===== src/dpmem_pkg.sv =====
/*
 * Shared types for the two-port Wishbone memory.
 * Word and address widths are fixed here; the request struct depends on them.
 * 256 words of 32 bits, four byte lanes.
 */
package dpmem_pkg;

    localparam int BYTE_WIDTH = 8;
    localparam int BYTE_NUM   = 4;
    localparam int ADDR_WIDTH = 8;
    localparam int MEM_WIDTH  = BYTE_WIDTH * BYTE_NUM;

    typedef logic [MEM_WIDTH-1:0]  mem_word_t;
    typedef logic [ADDR_WIDTH-1:0] mem_addr_t;
    // Also used as the Wishbone sel
    typedef logic [BYTE_NUM-1:0]   byte_en_t;

    typedef enum logic {
        OP_READ  = 1'b0,
        OP_WRITE = 1'b1
    } mem_op_e;

    // One request from a port controller to the RAM
    typedef struct packed {
        logic      valid;
        mem_op_e   op;
        mem_addr_t addr;
        byte_en_t  byte_en;
        mem_word_t wdata;
    } mem_req_t;

    typedef enum logic [1:0] {
        ST_IDLE = 2'd0,
        ST_WAIT = 2'd1,
        ST_ACK  = 2'd2
    } port_state_e;

endpackage


===== src/rd_return_pipe.sv =====
/*
 * Delay line for the RAM read word and its valid bit.
 * PIPE_NUM stages; 0 passes both straight through.
 * Only the valid bits are reset.
 */
module rd_return_pipe
    import dpmem_pkg::*;
#(
    parameter int PIPE_NUM = 2
) (
    input  logic      a_clk_i,
    input  logic      rst_n_i,
    input  logic      valid_i,
    input  mem_word_t data_i,
    output logic      valid_o,
    output mem_word_t data_o
);

    if (PIPE_NUM == 0) begin : g_bypass
        assign valid_o = valid_i;
        assign data_o  = data_i;
    end else begin : g_pipe
        logic [PIPE_NUM-1:0] valid_q;
        mem_word_t           data_q [PIPE_NUM];

        always_ff @(posedge a_clk_i) begin
            if (!rst_n_i) begin
                valid_q <= '0;
            end else begin
                valid_q[0] <= valid_i;
                for (int i = 1; i < PIPE_NUM; i++) begin
                    valid_q[i] <= valid_q[i-1];
                end
            end
        end

        // Stages only load behind a valid word
        always_ff @(posedge a_clk_i) begin
            if (valid_i) begin
                data_q[0] <= data_i;
            end
            for (int i = 1; i < PIPE_NUM; i++) begin
                if (valid_q[i-1]) begin
                    data_q[i] <= data_q[i-1];
                end
            end
        end

        assign valid_o = valid_q[PIPE_NUM-1];
        assign data_o  = data_q[PIPE_NUM-1];
    end

endmodule


===== config.mk =====
export PLATFORM = sky130hd
export DESIGN_NAME = rd_return_pipe
export DESIGN_NICKNAME = d
export VERILOG_FILES = /design/src/dpmem_pkg.sv /design/src/rd_return_pipe.sv
export SDC_FILE = /design/constraint.sdc
export NUM_CORES = 1
export LEC_CHECK = 0
export BUFFER_PORTS_ARGS = -buffer_cell sky130_fd_sc_hd__buf_2
export CORE_MARGIN = 10
export CORE_UTILIZATION = 40
export DETAILED_ROUTE_END_ITERATION = 8
export PLACE_DENSITY = 0.63
export RECOVER_POWER = 100
export SKIP_CTS_REPAIR_TIMING = 1
export SYNTH_ARGS = -nofsm -noshare
export SYNTH_HDL_FRONTEND = slang
export SYNTH_SLANG_ARGS = --single-unit
export TNS_END_PERCENT = 20

===== constraint.sdc =====
create_clock -name a_clk_i -period 1.9 [get_ports a_clk_i]
set_input_delay 0.285 -clock a_clk_i [delete_from_list [all_inputs] [get_ports a_clk_i]]
set_output_delay 0.285 -clock a_clk_i [all_outputs]
set_load 0.1 [all_outputs]

==> results.cfg <==
[power_and_ir_drop]
share_seq_of_total_power_pct = 53.5
switching_power_mw = 0.909
switching_share_pct = 27.8
power.total_mw = 3.27
internal_power_mw = 2.36
share_clk_of_total_power_pct = 31.8
combPwrFrac_pct = 14.7
leakage_nw = 1.00
ir_worst_vdd_v = 0.000851
power.density_cell_area_nw_per_um2 = 1270

[worst_setup_path]
cp_top_family = buffers and inverters
regToRegSetupSlack_ns = 0.51
largest_stage_delay_on_the_critical_path_ns = 0.46
timing.critical_path.arrival_ns = 1.13
criticalPathCategory = reg2out
critical-path-slowest-cell = sky130_fd_sc_hd__clkbuf_2
timing.critical_path.to_type = output port
worstPathMaxFanout = 1
cp_cell_sequence = clkbuf_2
start_kind = flop
critical_path.n_buffers_inverters = 1
required_ns = 1.62

[yosys]
synth_top_area_share_pct = 86.8
postSynthRegisterBits = 66
synth_area_um2 = 2210
top_post_synthesis_cells_by_area = sky130_fd_sc_hd__edfxtp_1, sky130_fd_sc_hd__buf_4, sky130_fd_sc_hd__dfxtp_1
synthesis.area_per_instance_um2 = 22.1
yosysWarnings = 0
yosys.area.top_type = sky130_fd_sc_hd__edfxtp_1
synth_fp_nets = 135
yosys.cell_types.count = 4
synthesis.instances = 100
synth_seq_area_share_pct = 88.6

[die]
die_height_um = 94.4
placeable_area_um2 = 5440
die_width_um = 94.4
die_area_um2 = 8910
floorplan.rows = 27
ioPinCount = 68
initial_core_utilization_pct = 40.7

[drt]
via_count = 904
drtAntennaViolNets = 0
route.detailed.drc = 0
routed_wl_um = 3380
detailedRoute.firstIterationViolations = 22
drt-vias-per-instance = 4.05
drt_pass1_iterations = 4
routed_wire_length_per_instance_um = 15.2

[grt]
overflow = 0
grt_start_max_net_pins = 30
number_of_antenna_violations_at_the_first_check_in_global_routing = 0
first_global_vias = 1058
global_route_wire_length_before_repair_um = 5220
global_route.usage.total_pct = 8.33

[placed_design]
port_buffers = 67
gp_congestion = 0.662
place_worst_setup_slack_ns = 0.739
post_placement_cell_area_um2 = 2430

[min_path]
min-delay-path-class = in2reg

[clock_network]
clk_path_buf_depth = 2
clock_tree_from_tritoncts = built
htreeDepth = 3
cts_num_sinks = 66
clkLatencyLatePin_ns = 0.34
tritoncts.num_buffers = 9
clk_transition_reported_paths_ns = 0.07
cts-root-buf = sky130_fd_sc_hd__clkbuf_8

[sta]
layout_setup_ws_ns = 0.486
maxSlewHeadroom_pct = 53.2
timing_max_transition_violations_final = 0
rsz_0062_raised_after_global_routing = false
final.setup_skew_ns = 0.00823
post-route-period-util_pct = 74.4
worst_pin_slew_ns = 0.702
hold_viol_final = 0
timing.fmax_ghz = 0.707
fin_setup_tns_ns = 0
finalWorstPathRequiredPeriod_ns = 1.41
report.final.setup_viol = 0

[finish]
mostFrequentLayoutCell = sky130_fd_sc_hd__edfxtp_1
most-common-layout-cells = sky130_fd_sc_hd__edfxtp_1, sky130_fd_sc_hd__clkbuf_2, sky130_fd_sc_hd__buf_2
nFillCells = 458
antennaDiodeCount = 0
regArea_um2 = 1960
layout.nets = 183
design_area_um2 = 2580
multi_input_area_um2 = 12.5
flow.area_growth_from_synthesis_pct = 16.6
post_route_cells_drive_above_1_share_pct = 53.6

[status]
outcome = finished clean

[job]
max-cap-violations = 0
[routing by layer]
layer  track usage (%)  up-vias  wire length [um]
li1                  -      430                 -
met1              6.76      421              1080
met2              13.8       44              1810
met3              6.34        9               412
met4              5.32        0                73
met5                 0        -                 0
[cell families after synthesis]
kind of cell           after synthesis  synth area share [%]
and+or+nand+nor                      2                 0.565
DFF                                 66                  88.6
buffers and inverters               32                  10.8
[synthesized netlist by cell type]
cell and instances:
sky130_fd_sc_hd__and2_1 2, sky130_fd_sc_hd__buf_4 32, sky130_fd_sc_hd__dfxtp_1 2, sky130_fd_sc_hd__edfxtp_1 64
[sequential cells by signal, summed over array words and instances, names as in the netlist]
name            count
g_pipe.data_q      64
g_pipe.valid_q      2
[power by group through the flow]
stage	combinational (mW)	clock, mW	sequential (mW)
finish	0.480	1.04	1.75
global route	0.495	1.16	1.76
CTS	0.492	1.09	1.75
detailed placement	0.492	0	1.78
global placement	0.488	0	1.78
floorplan	0.437	0	1.79
[cell type report]
type                       instances  share of cell area (%)
sequential                        66                    76.0
timing repair buffer              69                    13.3
clock buffer                      10                    4.94
tap                               72                    3.49
clock inverter                     4                    1.75
multi-input combinational          2                   0.485
[metrics by stage]
step	cells	utilization, %	hold slack (ns)
after floorplan	100	-	0.384
after global placement	209	44.6	0.401
after detailed placement	209	44.6	0.405
after CTS	223	47.8	0.0979
after global routing	223	47.5	0.0949
final	223	47.5	0.122
[path summary, 6_finish.rpt]
| path | from | endpoint | cells past startpoint |
|---|---|---|---|
| worst max-delay path | g_pipe.data_q[0][54] | data_o[22] | 1 |
| worst min-delay path | data_i[8] | g_pipe.data_q[0][8] | 1 |
| worst max register to register | g_pipe.valid_q[0] | g_pipe.data_q[0][52] | 1 |
| worst min register to register | g_pipe.data_q[0][14] | g_pipe.data_q[0][46] | 0 |
No activity file was read; power rests on OpenSTA's default activity.
