## src/dpmem_pkg.sv

```systemverilog
/*
 * Shared types for the two-port Wishbone memory.
 * Word and address widths are fixed here; the request struct depends on them.
 * 256 words of 32 bits, four byte lanes.
 */
package dpmem_pkg;

    localparam int BYTE_WIDTH = 8;
    localparam int BYTE_NUM   = 4;
    localparam int ADDR_WIDTH = 8;
    localparam int MEM_WIDTH  = BYTE_WIDTH * BYTE_NUM;

    typedef logic [MEM_WIDTH-1:0]  mem_word_t;
    typedef logic [ADDR_WIDTH-1:0] mem_addr_t;
    // Also used as the Wishbone sel
    typedef logic [BYTE_NUM-1:0]   byte_en_t;

    typedef enum logic {
        OP_READ  = 1'b0,
        OP_WRITE = 1'b1
    } mem_op_e;

    // One request from a port controller to the RAM
    typedef struct packed {
        logic      valid;
        mem_op_e   op;
        mem_addr_t addr;
        byte_en_t  byte_en;
        mem_word_t wdata;
    } mem_req_t;

    typedef enum logic [1:0] {
        ST_IDLE = 2'd0,
        ST_WAIT = 2'd1,
        ST_ACK  = 2'd2
    } port_state_e;

endpackage

```

## src/wb_mem_port.sv

```systemverilog
/*
 * Wishbone classic slave front end for one memory port.
 * The master must hold cyc, stb and all request fields until ack.
 * No err, rty or burst cycles. One cycle outstanding at a time.
 * ack comes a fixed number of clocks after the cycle is accepted.
 */
module wb_mem_port
    import dpmem_pkg::*;
(
    input  logic      a_clk_i,
    input  logic      rst_n_i,

    input  logic      cyc_i,
    input  logic      stb_i,
    input  logic      we_i,
    input  mem_addr_t adr_i,
    input  byte_en_t  sel_i,
    input  mem_word_t dat_i,
    output mem_word_t dat_o,
    output logic      ack_o,

    output mem_req_t  req_o,
    input  logic      rsp_valid_i,
    input  mem_word_t rsp_data_i
);

    port_state_e state_q;
    port_state_e state_d;
    mem_req_t    req_q;
    mem_word_t   rsp_q;
    logic        start;

    assign start = (state_q == ST_IDLE) && cyc_i && stb_i;

    always_comb begin
        state_d = state_q;
        unique case (state_q)
            ST_IDLE: begin
                if (cyc_i && stb_i) begin
                    state_d = ST_WAIT;
                end
            end
            ST_WAIT: begin
                if (rsp_valid_i) begin
                    state_d = ST_ACK;
                end
            end
            ST_ACK:  state_d = ST_IDLE;
            default: state_d = ST_IDLE;
        endcase
    end

    always_ff @(posedge a_clk_i) begin
        if (!rst_n_i) begin
            state_q <= ST_IDLE;
        end else begin
            state_q <= state_d;
        end
    end

    // Request is valid for exactly one clock per bus cycle
    always_ff @(posedge a_clk_i) begin
        if (!rst_n_i) begin
            req_q.valid <= 1'b0;
        end else begin
            req_q.valid <= start;
            if (start) begin
                req_q.op      <= we_i ? OP_WRITE : OP_READ;
                req_q.addr    <= adr_i;
                req_q.byte_en <= sel_i;
                req_q.wdata   <= dat_i;
            end
        end
    end

    // Read word held for the ack cycle
    always_ff @(posedge a_clk_i) begin
        if (rsp_valid_i) begin
            rsp_q <= rsp_data_i;
        end
    end

    assign req_o = req_q;
    assign ack_o = (state_q == ST_ACK);
    assign dat_o = rsp_q;

    ack_within_cycle: assert property (
        @(posedge a_clk_i) disable iff (!rst_n_i)
        ack_o |-> (cyc_i && stb_i)
    ) else $error("ack raised outside an active bus cycle");

    no_orphan_rsp: assert property (
        @(posedge a_clk_i) disable iff (!rst_n_i)
        rsp_valid_i |-> (state_q != ST_IDLE)
    ) else $error("memory response with no cycle outstanding");

endmodule

```

## config.mk

```make
export PLATFORM = sky130hd
export DESIGN_NAME = wb_mem_port
export DESIGN_NICKNAME = d
export VERILOG_FILES = /design/src/dpmem_pkg.sv /design/src/wb_mem_port.sv
export SDC_FILE = /design/constraint.sdc
export NUM_CORES = 1
export LEC_CHECK = 0
export ABC_AREA = 1
export BUFFER_PORTS_ARGS = -buffer_cell sky130_fd_sc_hd__buf_2
export CAP_MARGIN = 20
export CORE_ASPECT_RATIO = 1.1
export CORE_UTILIZATION = 37
export CTS_CLUSTER_DIAMETER = 40
export DETAILED_ROUTE_END_ITERATION = 10
export GPL_ROUTABILITY_DRIVEN = 0
export PLACE_DENSITY = 0.75
export REMOVE_ABC_BUFFERS = 1
export SETUP_SLACK_MARGIN = 0.02
export SYNTH_ARGS = -nofsm -noshare
export SYNTH_HDL_FRONTEND = slang
export SYNTH_SLANG_ARGS = --single-unit
```

## constraint.sdc

```tcl
create_clock -name a_clk_i -period 2 [get_ports a_clk_i]
set_clock_uncertainty 0.15 [all_clocks]
set_input_delay 0.2 -clock a_clk_i [delete_from_list [all_inputs] [get_ports a_clk_i]]
set_output_delay 0.2 -clock a_clk_i [all_outputs]
set_load 0.01 [all_outputs]
```

==> metrics.md, run 1 <==
| Metric | Value |
|---|---|
| Status | `complete, no violations` |
| Largest net degree at the start of global routing | `46` |
| Hold_sp | `cyc_i` |
| Initial cell density of the core | `about two fifths` |
| Area Overhead vs Synth | `78.0%` |
| Post-synthesis sequential area ratio | `97.4%` |
| RSZ-0062 raised after global routing | `no` |
| Initial antenna violation count | `0` |
| I/O pin count | `between 150 and 200` |
| Clock buffer depth | `2` |
| Worst Setup SP | `rst_n_i` |
| CP max stage delay | `520 ps` |
| # port buffers | `160` |
| Fin cells | `approximately 430` |
| Placed cells | `between 300 and 400` |
| Post-CTS setup buffer count | `0` |
| Setup CP Type | `primary input to flip-flop` |
| Die height | `around 87 um` |
| DRT Pass-1 Iters | `4` |
| Power Total | `about 3.5 mW` |
| Global Route Usage Sum | `20.1%` |
| Slowest CP cell | `dlygate4sd3_1` |
| Filler cells | `about 400` |
| Max-cap violation count | `0` |
| Multi-input gate area | `~44 um2` |
| Clk root buf | `clkbuf_8` |
| Startpoint types | `primary input` |
| Fmax | `~660 MHz` |
| Post-Synth Adder-Cell Area | `0%` |
| Mean Syn Cell Area | `~25 um2` |
| Register Area | `about 2400 um2` |
| Final slew viol count | `0` |
| Initial drt markers | `between 100 and 150` |
| Global route overflow | `0` |
| RR Startpoint | `state_q[1]$_SDFFE_PN0P_` |
| Clock sinks | `80` |
| DRC viols | `0` |
| Maximum fanout along the worst path | `45` |
| Share of layout cells above drive strength 1 | `about half` |
| Core area | `roughly 6300 um2` |
| Vias/cell | `4.29` |
| Rows | `30` |
| Compound-Gate Fraction of Synth Area | `0%` |
| Crit end category | `flip-flop` |
| Vias in the first global route | `1908` |
| First-pass GRT wire length | `between 9000 and 10000 um` |
| Synth Area in XOR/XNOR | `0%` |
| Ant. Diodes | `0` |
| Leakage | `between 1.5 and 2 nW` |
| Synth cell types | `6` |
| ANT nets after route | `0` |
| DIE AREA | `6910 um2` |
| Worst path bufs/invs | `5` |
| Synth Area in Simple Gates | `1.80%` |
| Largest family of logic cells by synthesized area | `simple AND/OR/NAND/NOR gates` |
| Slew HR | `a little over half` |
| Yosys reg bits | `80` |
| Syn Std Cell Area | `2430 um2` |
| Crit-path cells | `dlygate4sd3_1 > buf_2 > inv_1 > nor2_1 > nand2_1 > clkinv_1 > buf_12` |
| Top delay family on crit path | `buffers and inverters` |
| Routed WL | `6670 um` |
| Worst Tran Pin Value | `~700 ps` |
| Minimum clock period | `around 1500 ps` |
| Final setup vio count | `0` |
| CTS tree | `built` |
| PD cells | `roughly 800 nW/um2` |
| Worst endpoint required time | `~1900 ps` |
| Synth Warn # | `0` |
| CP arrival | `between 1000 and 1500 ps` |
| H-tree depth | `3` |
| Gate Count Post-Synth | `96` |
| Fin Setup TNS | `0 ps` |
| Routed vias | `1850` |
| Layout Nets | `~430` |
| Die X | `about 79 um` |
| Post-synthesis mux area share | `0%` |
| Hold_buf cts | `78` |
| Worst min path class | `primary input to flip-flop` |
| Max VDD drop | `0.497 mV` |
| Routed WL per cell | `~15 um` |
| Num CTS Buffers | `9` |
| Post-cts resize count | `0` |
| Final period util | `roughly 75%` |
| CTS clk-pin slew, worst paths | `around 80 ps` |
| Later-pin clock latency in the skew report | `~330 ps` |
| Hold_ws | `69.2 ps` |
| Final hold viol count | `0` |
## per-stage QoR
step	util, %	setup WS (ps)	cell area (um2)
after floorplan	-	74.7	2430
after CTS	69.1	523	4330
after detailed placement	53.5	681	3360
after global routing	69.1	406	4330
after global placement	53.5	699	3360
final	69.1	491	4330
## synthesized netlist by cell type, drive strengths merged
library cell | number | area share, %
edfxtp | 77 | 95
nor2 | 6 | 1.0
inv | 5 | 0.77
nand2 | 5 | 0.77
dfxtp | 3 | 2.5
## per-layer routing
metal | global-route usage [%] | vias to the layer above | share of wire [%]
li1 | - | 863 | -
met1 | 22.7 | 856 | 39
met2 | 33.8 | 121 | 50
met3 | 6.70 | 10 | 9.7
met4 | 10.4 | 0 | 1.6
met5 | 0 | - | 0
## report_power, final
part	internal (mW)	total, mW	switching, mW
Combinational	0.209	0.361	0.152
Clock	0.609	1.17	0.556
Sequential	1.93	1.95	0.0225
## cells by family after synthesis
kind of cell,after synthesis
buffers and inverters,5
flip-flops,80
AND/OR/NAND/NOR,11
## path summary, 6_finish.rpt
check                             to  slack [ps]  depth (start not counted)
max              req_o[17]$_DFFE_PP_         490                          7
min reg2reg  state_q[1]$_SDFFE_PN0P_         380                          3
max reg2reg      req_o[17]$_DFFE_PP_         670                          4
min             req_o[45]$_SDFF_PN0_          70                          5
## layout by cell type, fill, tap and decap left out
cell,n
dfxtp_1,3
inv_1,4
clkinv_4,1
bufinv_16,1
edfxtp_1,77
clkbuf_1,1
nand2_1,5
clkinv_1,1
clkinvlp_4,1
dlygate4sd3_1,78
clkbuf_8,10
nor2_2,1
clkinv_2,2
buf_12,1
buf_2,160
nor2_1,5
## worst reg2reg max path: cells and delay by family, from the launching register on
kind / cells / cell delay, ps
flip-flops: 1 / 330
buffers and inverters: 2 / 330
AND/OR/NAND/NOR: 2 / 200
## state kept, by name (all words and copies together) (netlist names)
register and flops:
req_o 46, state_q 2, dat_o 32
## layout make-up
type                       instances  share of cell area (%)
sequential                        80                    54.7
inverter                           5                   0.433
timing repair buffer             239                    37.0
multi-input combinational         11                    1.01
clock inverter                     5                    1.30
clock buffer                      11                    3.26
tap                               80                    2.31
No activity file was read; power rests on OpenSTA's default activity.
==> run 2: changes to the inputs <==
--- a/config.mk
+++ b/config.mk
@@ -5,7 +5,7 @@
 export SDC_FILE = /design/constraint.sdc
 export NUM_CORES = 1
 export LEC_CHECK = 0
-export ABC_AREA = 1
+export ABC_AREA = 0
 export BUFFER_PORTS_ARGS = -buffer_cell sky130_fd_sc_hd__buf_2
 export CAP_MARGIN = 20
 export CORE_ASPECT_RATIO = 1.1
==> constraint.sdc (replaced) <==
create_clock -name a_clk_i -period 1.26 [get_ports a_clk_i]
set_clock_uncertainty 0.15 [all_clocks]
set_input_delay 0.126 -clock a_clk_i [delete_from_list [all_inputs] [get_ports a_clk_i]]
set_output_delay 0.126 -clock a_clk_i [all_outputs]
set_load 0.01 [all_outputs]
==> run 2 against run 1 <==
  * The run now ends with setup timing left
  * Utilization rose by 3.7 points
  * Sequential share of layout area fell by 2.7 points
  * Via count rose by 3.2%
  * Sequential power rose by 58%
  * Register-to-register slack got worse by 840 ps
  * Die area did not move
  * Combinational power rose by 79%
  * Final area rose by 5.4%
  * Cell count rose by 2.1%
==> metrics.md, run 2 <==
| Metric | Value |
|---|---|
| Routed WL | `~7000 um` |
| Worst endpoint required time | `roughly 1200 ps` |
| RR Startpoint | `state_q[1]$_SDFFE_PN0P_` |
| Clk root buf | `clkbuf_8` |
| Gate Count Post-Synth | `90` |
| Num CTS Buffers | `9` |
| Core area | `approximately 6300 um2` |
| Share of flip-flops with an asynchronous set or reset | `0%` |
| Clock sinks | `80` |
| Hold_sp | `rst_n_i` |
| Area Overhead vs Synth | `87.6%` |
| Filler cells | `just under 400` |
| Post-synthesis sequential area ratio | `97.4%` |
| Post-synth top area cell | `edfxtp_1` |
| Most frequent cells in the layout | `buf_2 (159), dlygate4sd3_1 (81), edfxtp_1 (77)` |
| Final setup vio count | `46` |
| Minimum clock period | `between 1000 and 1500 ps` |
| Most common cell after layout, fill and taps aside | `buf_2` |
| Synth Warn # | `0` |
| Max-cap violation count | `0` |
| Top cells by area, synth | `edfxtp_1 (95%), dfxtp_1 (2.5%), nand2b_4 (0.57%)` |
| CTS clk-pin slew, worst paths | `70 ps` |
| Rows | `30` |
| DRC viols | `0` |
| Slew HR | `88.9%` |
| Max reg flops | `46` |
| Routed WL per cell | `between 15 and 20 um` |
| Startpoint types | `flip-flop` |
| Failing checks | `setup timing` |
| Initial drt markers | `between 90 and 100` |
| Mean Syn Cell Area | `between 20 and 30 um2` |
| Global route overflow | `0` |
| DRT Pass-1 Iters | `4` |
| Clock buffer depth | `2` |
| Status | `finished, violations left` |
| Finished Core Util | `around 73%` |
| First-pass GRT wire length | `9560 um` |
| Compound-Gate Fraction of Synth Area | `less than 1%` |
| Fmax | `between 700 and 800 MHz` |
| Maximum fanout along the worst path | `6` |
| Worst Tran Pin Value | `166 ps` |
| Crit end category | `flip-flop` |
| Power Total | `5.71 mW` |
| Final period util | `113%` |
| Worst Setup SP | `state_q[1]$_SDFFE_PN0P_` |
| CTS tree | `built` |
| Later-pin clock latency in the skew report | `approximately 330 ps` |
| Die height | `about 87 um` |
| Setup slack after layout | `-168 ps` |
| Synth Area in XOR/XNOR | `0%` |
| Post-synth top area share | `between 90 and 100%` |
| Die X | `79.3 um` |
| DP HPWL | `roughly 4000 um` |
| Largest net degree at the start of global routing | `between 40 and 50` |
| Post-Synth Adder-Cell Area | `0%` |
| Most frequent cell after synthesis | `edfxtp_1` |
| Layout Nets | `437` |
| Synth Flop Type | `edfxtp_1` |
| # port buffers | `160` |
| Final hold viol count | `0` |
| Synth cell types | `10` |
| Routed vias | `~1900` |
| CP arrival | `between 1000 and 1500 ps` |
| H-tree depth | `3` |
| Synth Area in Simple Gates | `under 10%` |
| Final slew viol count | `0` |
| Post-synthesis mux area share | `0%` |
| Worst min path class | `primary input to flip-flop` |
| Post-synth EDFFs | `between 70 and 80` |
| Vias/cell | `about 4.3` |
| I/O pin count | `roughly 160` |
| DIE AREA | `slightly below 7000 um2` |
| Initial cell density of the core | `38.8%` |
| Yosys reg bits | `80` |
| Global Route Usage Sum | `19.6%` |
| Share of layout cells above drive strength 1 | `a little over half` |
| ANT nets after route | `0` |
| PD cells | `roughly 1300 nW/um2` |
| Setup CP Type | `flip-flop to flip-flop` |
| Max VDD drop | `0.771 mV` |
| Ant. Diodes | `0` |
| Initial antenna violation count | `0` |
| RSZ-0062 raised after global routing | `yes` |
| Reg2reg setup slack | `-170 ps` |
| Leakage | `~1.9 nW` |
| Vias in the first global route | `~1900` |
| Largest family of logic cells by synthesized area | `simple AND/OR/NAND/NOR gates` |
| Leading cell types by count after synthesis | `edfxtp_1 (77), dfxtp_1 (3), nand2_1 (2), nor3_1 (2)` |
| Syn Std Cell Area | `roughly 2400 um2` |
-- run 2: final timing paths --
| check | endpoint | cells after the start |
|---|---|---|
| max | req_o[11]$_DFFE_PP_ | 4 |
| min reg2reg | req_o[45]$_SDFF_PN0_ | 3 |
| max reg2reg | req_o[11]$_DFFE_PP_ | 4 |
| min | state_q[0]$_SDFFE_PN0P_ | 5 |
-- run 2: worst max-delay path, stage by stage, from the launching register on --
cell	delay (ps)
dfxtp_2	330
nand2b_4	150
nor3_4	180
buf_6	180
clkbuf_16	160
-- run 2: area by class of cell --
| type | instances | area [um2] | share of cell area [%] |
|---|---|---|---|
| clock buffer | 11 | 131 | 2.88 |
| clock inverter | 5 | 81.3 | 1.78 |
| timing repair buffer | 254 | 1800 | 39.5 |
| sequential | 80 | 2380 | 52.1 |
| tap | 80 | 100 | 2.19 |
| multi-input combinational | 10 | 73.8 | 1.62 |
-- run 2: logic make-up (layout without fill, tap and decap cells) --
group / count (synthesis) / in the layout
DFF: 80 / 80
and+or+nand+nor: 9 / 9
AOI/OAI and AO/OA: 1 / 1
buffers and inverters: 0 / 270
-- run 2: per-stage QoR --
stage	worst slack, ps	std cells	TNS, ps	instance area (um2)	hold WS, ps
floorplan	-2900	90	-130430	2430	74.9
global placement	-84.3	334	-3700	3400	152
detailed placement	-119	334	-5240	3400	154
CTS	-139	432	-5730	4440	-19.5
global route	-194	440	-8320	4570	110
finish	-168	440	-6920	4570	117
-- run 2: layer usage --
| metal | track usage, % | wire length (um) | up-vias | share of wire [%] |
|---|---|---|---|---|
| met1 | 22.8 | 2790 | 879 | 40 |
| met4 | 9.42 | 123 | 0 | 1.7 |
| li1 | - | - | 889 | - |
| met3 | 7.33 | 705 | 15 | 10 |
| met5 | 0 | 0 | - | 0 |
| met2 | 32.1 | 3420 | 126 | 49 |
-- run 2: power by group --
group          switching, mW  internal [mW]
logic                  0.261          0.384
registers             0.0338           3.06
clock network          0.858           1.12
total                   1.15           4.56
-- run 2: repair_timing --
action,in CTS,in global routing
hold endpoints to repair,82,0
hold buffers,81,0
buffers inserted,1,3
pin swaps,0,1
setup endpoints to repair,46,46
gates cloned,0,5
resized for setup,3,9
==> run 3: changes to the inputs <==
--- a/config.mk
+++ b/config.mk
@@ -8,7 +8,7 @@
 export ABC_AREA = 0
 export BUFFER_PORTS_ARGS = -buffer_cell sky130_fd_sc_hd__buf_2
 export CAP_MARGIN = 20
-export CORE_ASPECT_RATIO = 1.1
+export CORE_MARGIN = 4
 export CORE_UTILIZATION = 37
 export CTS_CLUSTER_DIAMETER = 40
 export DETAILED_ROUTE_END_ITERATION = 10
==> run 3 against run 2 <==
  * The run still ends with setup timing left
  * Via count fell by 0.10%
  * Global-route usage fell by 1.4 points
  * Hold slack got worse by 55 ps
  * Sequential cell count did not move
  * Critical path depth did not move
  * Largest power group unchanged
  * Power fell by 6.3%
  * Largest cell class unchanged
  * Sequential share of layout area rose by 0.50 points
  * Critical endpoint is now req_o[35]$_DFFE_PP_
==> metrics.md, run 3 (synthesized netlist as in run 2, its figures left out) <==
| Metric | Value |
|---|---|
| Worst endpoint required time | `1160 ps` |
| DP HPWL | `around 4100 um` |
| Layout Nets | `roughly 440` |
| Startpoint types | `flip-flop` |
| CP max stage delay | `roughly 330 ps` |
| DRT Pass-1 Iters | `4` |
| Initial drt markers | `a little under 50` |
| Setup CP Type | `flip-flop to flip-flop` |
| Worst min path class | `primary input to flip-flop` |
| Global route overflow | `0` |
| Final instance area | `approximately 4500 um2` |
| Later-pin clock latency in the skew report | `between 300 and 400 ps` |
| ANT nets after route | `0` |
| Num CTS Buffers | `9` |
| Rows | `29` |
| Final hold viol count | `0` |
| Final setup vio count | `46` |
| RSZ-0062 raised after global routing | `yes` |
| Slew HR | `between 80% and 90%` |
| CTS clk-pin slew, worst paths | `approximately 80 ps` |
| Fmax | `a little under 700 MHz` |
| Switch share | `22.4%` |
| PD cells | `between 1000 and 1500 nW/um2` |
| Maximum fanout along the worst path | `12` |
| Met3 usage | `under 10%` |
| Largest net degree at the start of global routing | `46` |
| Routed WL | `about 7500 um` |
| Clock sinks | `80` |
| Crit-path cells | `nand2b_4 > nor3_4 > buf_4 > clkbuf_16` |
| Finished Core Util | `between 70% and 80%` |
| Met1 Resource Use GR | `a little under a fifth` |
| Max VDD drop | `0.865 mV` |
| First-pass GRT wire length | `roughly 10000 um` |
| Vias/cell | `about 4.4` |
| CP arrival | `~1300 ps` |
| Share of layout cells above drive strength 1 | `a little over half` |
| DRC viols | `0` |
| Clk root buf | `clkbuf_8` |
| Initial antenna violation count | `2` |
| I/O pin count | `roughly 160` |
| Setup slack after layout | `-182 ps` |
| Most frequent cells in the layout | `buf_2 (159), dlygate4sd3_1 (80), edfxtp_1 (77)` |
| Area Overhead vs Synth | `85.8%` |
| Core area | `approximately 6400 um2` |
| Top delay family on crit path | `simple AND/OR/NAND/NOR gates` |
| Status | `finished, violations left` |
| Combinational power share | `between 10% and 20%` |
| H-tree depth | `3` |
| Clock buffer depth | `2` |
| Final period util | `114%` |
| # port buffers | `160` |
| Max reg flops | `46` |
| Final slew viol count | `0` |
| Fin Setup TNS | `-8020 ps` |
| Sequential share of power | `just under 60%` |
| Vias in the first global route | `roughly 2100` |
| Leakage | `around 1.9 nW` |
| Worst Tran Pin Value | `about 170 ps` |
| GRT Max-Usage Layer | `met2` |
| Initial cell density of the core | `between 30% and 40%` |
| Routed vias | `between 1500 and 2000` |
| Placed inst area | `3390 um2` |
| Die X | `around 89 um` |
| Int Power | `just over 4 mW` |
| Crit end category | `flip-flop` |
| Most common cell after layout, fill and taps aside | `buf_2` |
| Routed WL per cell | `17.1 um` |
| Met2 usage | `~31%` |
| Power Total | `about 5.4 mW` |
| Global Route Usage Sum | `18.3%` |
| DIE AREA | `approximately 7900 um2` |
| Max-cap violation count | `0` |
| Minimum clock period | `~1400 ps` |
| CTS tree | `built` |
| Sw Pwr | `between 1 and 1.5 mW` |
| Worst path bufs/invs | `2` |
| Slowest CP cell | `dfxtp_2` |
| Clock Power Share | `a little under a third` |
| Die height | `between 80 and 90 um` |
| Failing checks | `setup timing` |
## run 3: timing repair
action                     in CTS  in global routing
pin swaps                       0                  1
setup endpoints to repair      46                 46
hold buffers                   80                  0
buffers inserted                0                  5
hold endpoints to repair       80                  0
gates cloned                    0                  4
resized for setup               3                 14
## run 3: worst register-to-register path: stages, from the launching register on
cell	delay (ps)
dfxtp_2	330
nand2b_4	150
nor3_4	210
buf_4	150
clkbuf_16	150
## run 3: routing by layer
layer	wire length (um)	share of wire [%]
met1	2550	34
met2	3820	51
met3	952	13
met4	174	2.3
met5	0	0
## run 3: power groups by stage
stage	Sequential, mW	Clock (mW)	Combinational [mW]
5_1_grt	3.10	1.81	0.698
3_3_place_gp	3.14	0	0.390
4_1_cts	3.09	1.64	0.590
6_report	3.09	1.61	0.648
2_1_floorplan	3.23	0	0.0267
3_5_place_dp	3.15	0	0.398
## run 3: metrics by stage
stage / cells / hold WS (ps) / setup WS [ps]
3_5_place_dp: 331 / 154 / -130
2_1_floorplan: 90 / 74.9 / -2900
3_3_place_gp: 331 / 152 / -94.2
5_1_grt: 438 / 52.1 / -218
6_report: 438 / 62.1 / -182
4_1_cts: 427 / -19.1 / -148
## run 3: path summary, 6_finish.rpt
check | startpoint | endpoint | depth (start not counted) | slack [ps]
setup reg to reg | state_q[1]$_SDFFE_PN0P_ | req_o[35]$_DFFE_PP_ | 4 | -180
setup / recovery | state_q[1]$_SDFFE_PN0P_ | req_o[35]$_DFFE_PP_ | 4 | -180
hold reg to reg | state_q[0]$_SDFFE_PN0P_ | state_q[0]$_SDFFE_PN0P_ | 3 | 470
hold / removal | rsp_valid_i | state_q[1]$_SDFFE_PN0P_ | 4 | 60
## run 3: area by class of cell
type                    instances  area (um2)
flip-flops and latches         80        2380
fillers                       420        1860
repair buffers                253        1800
clock buffers                   9         124
well taps                      77        96.3
multi-input cells              10        73.8
clock inverters                 7        48.8
diodes                          2        5.00
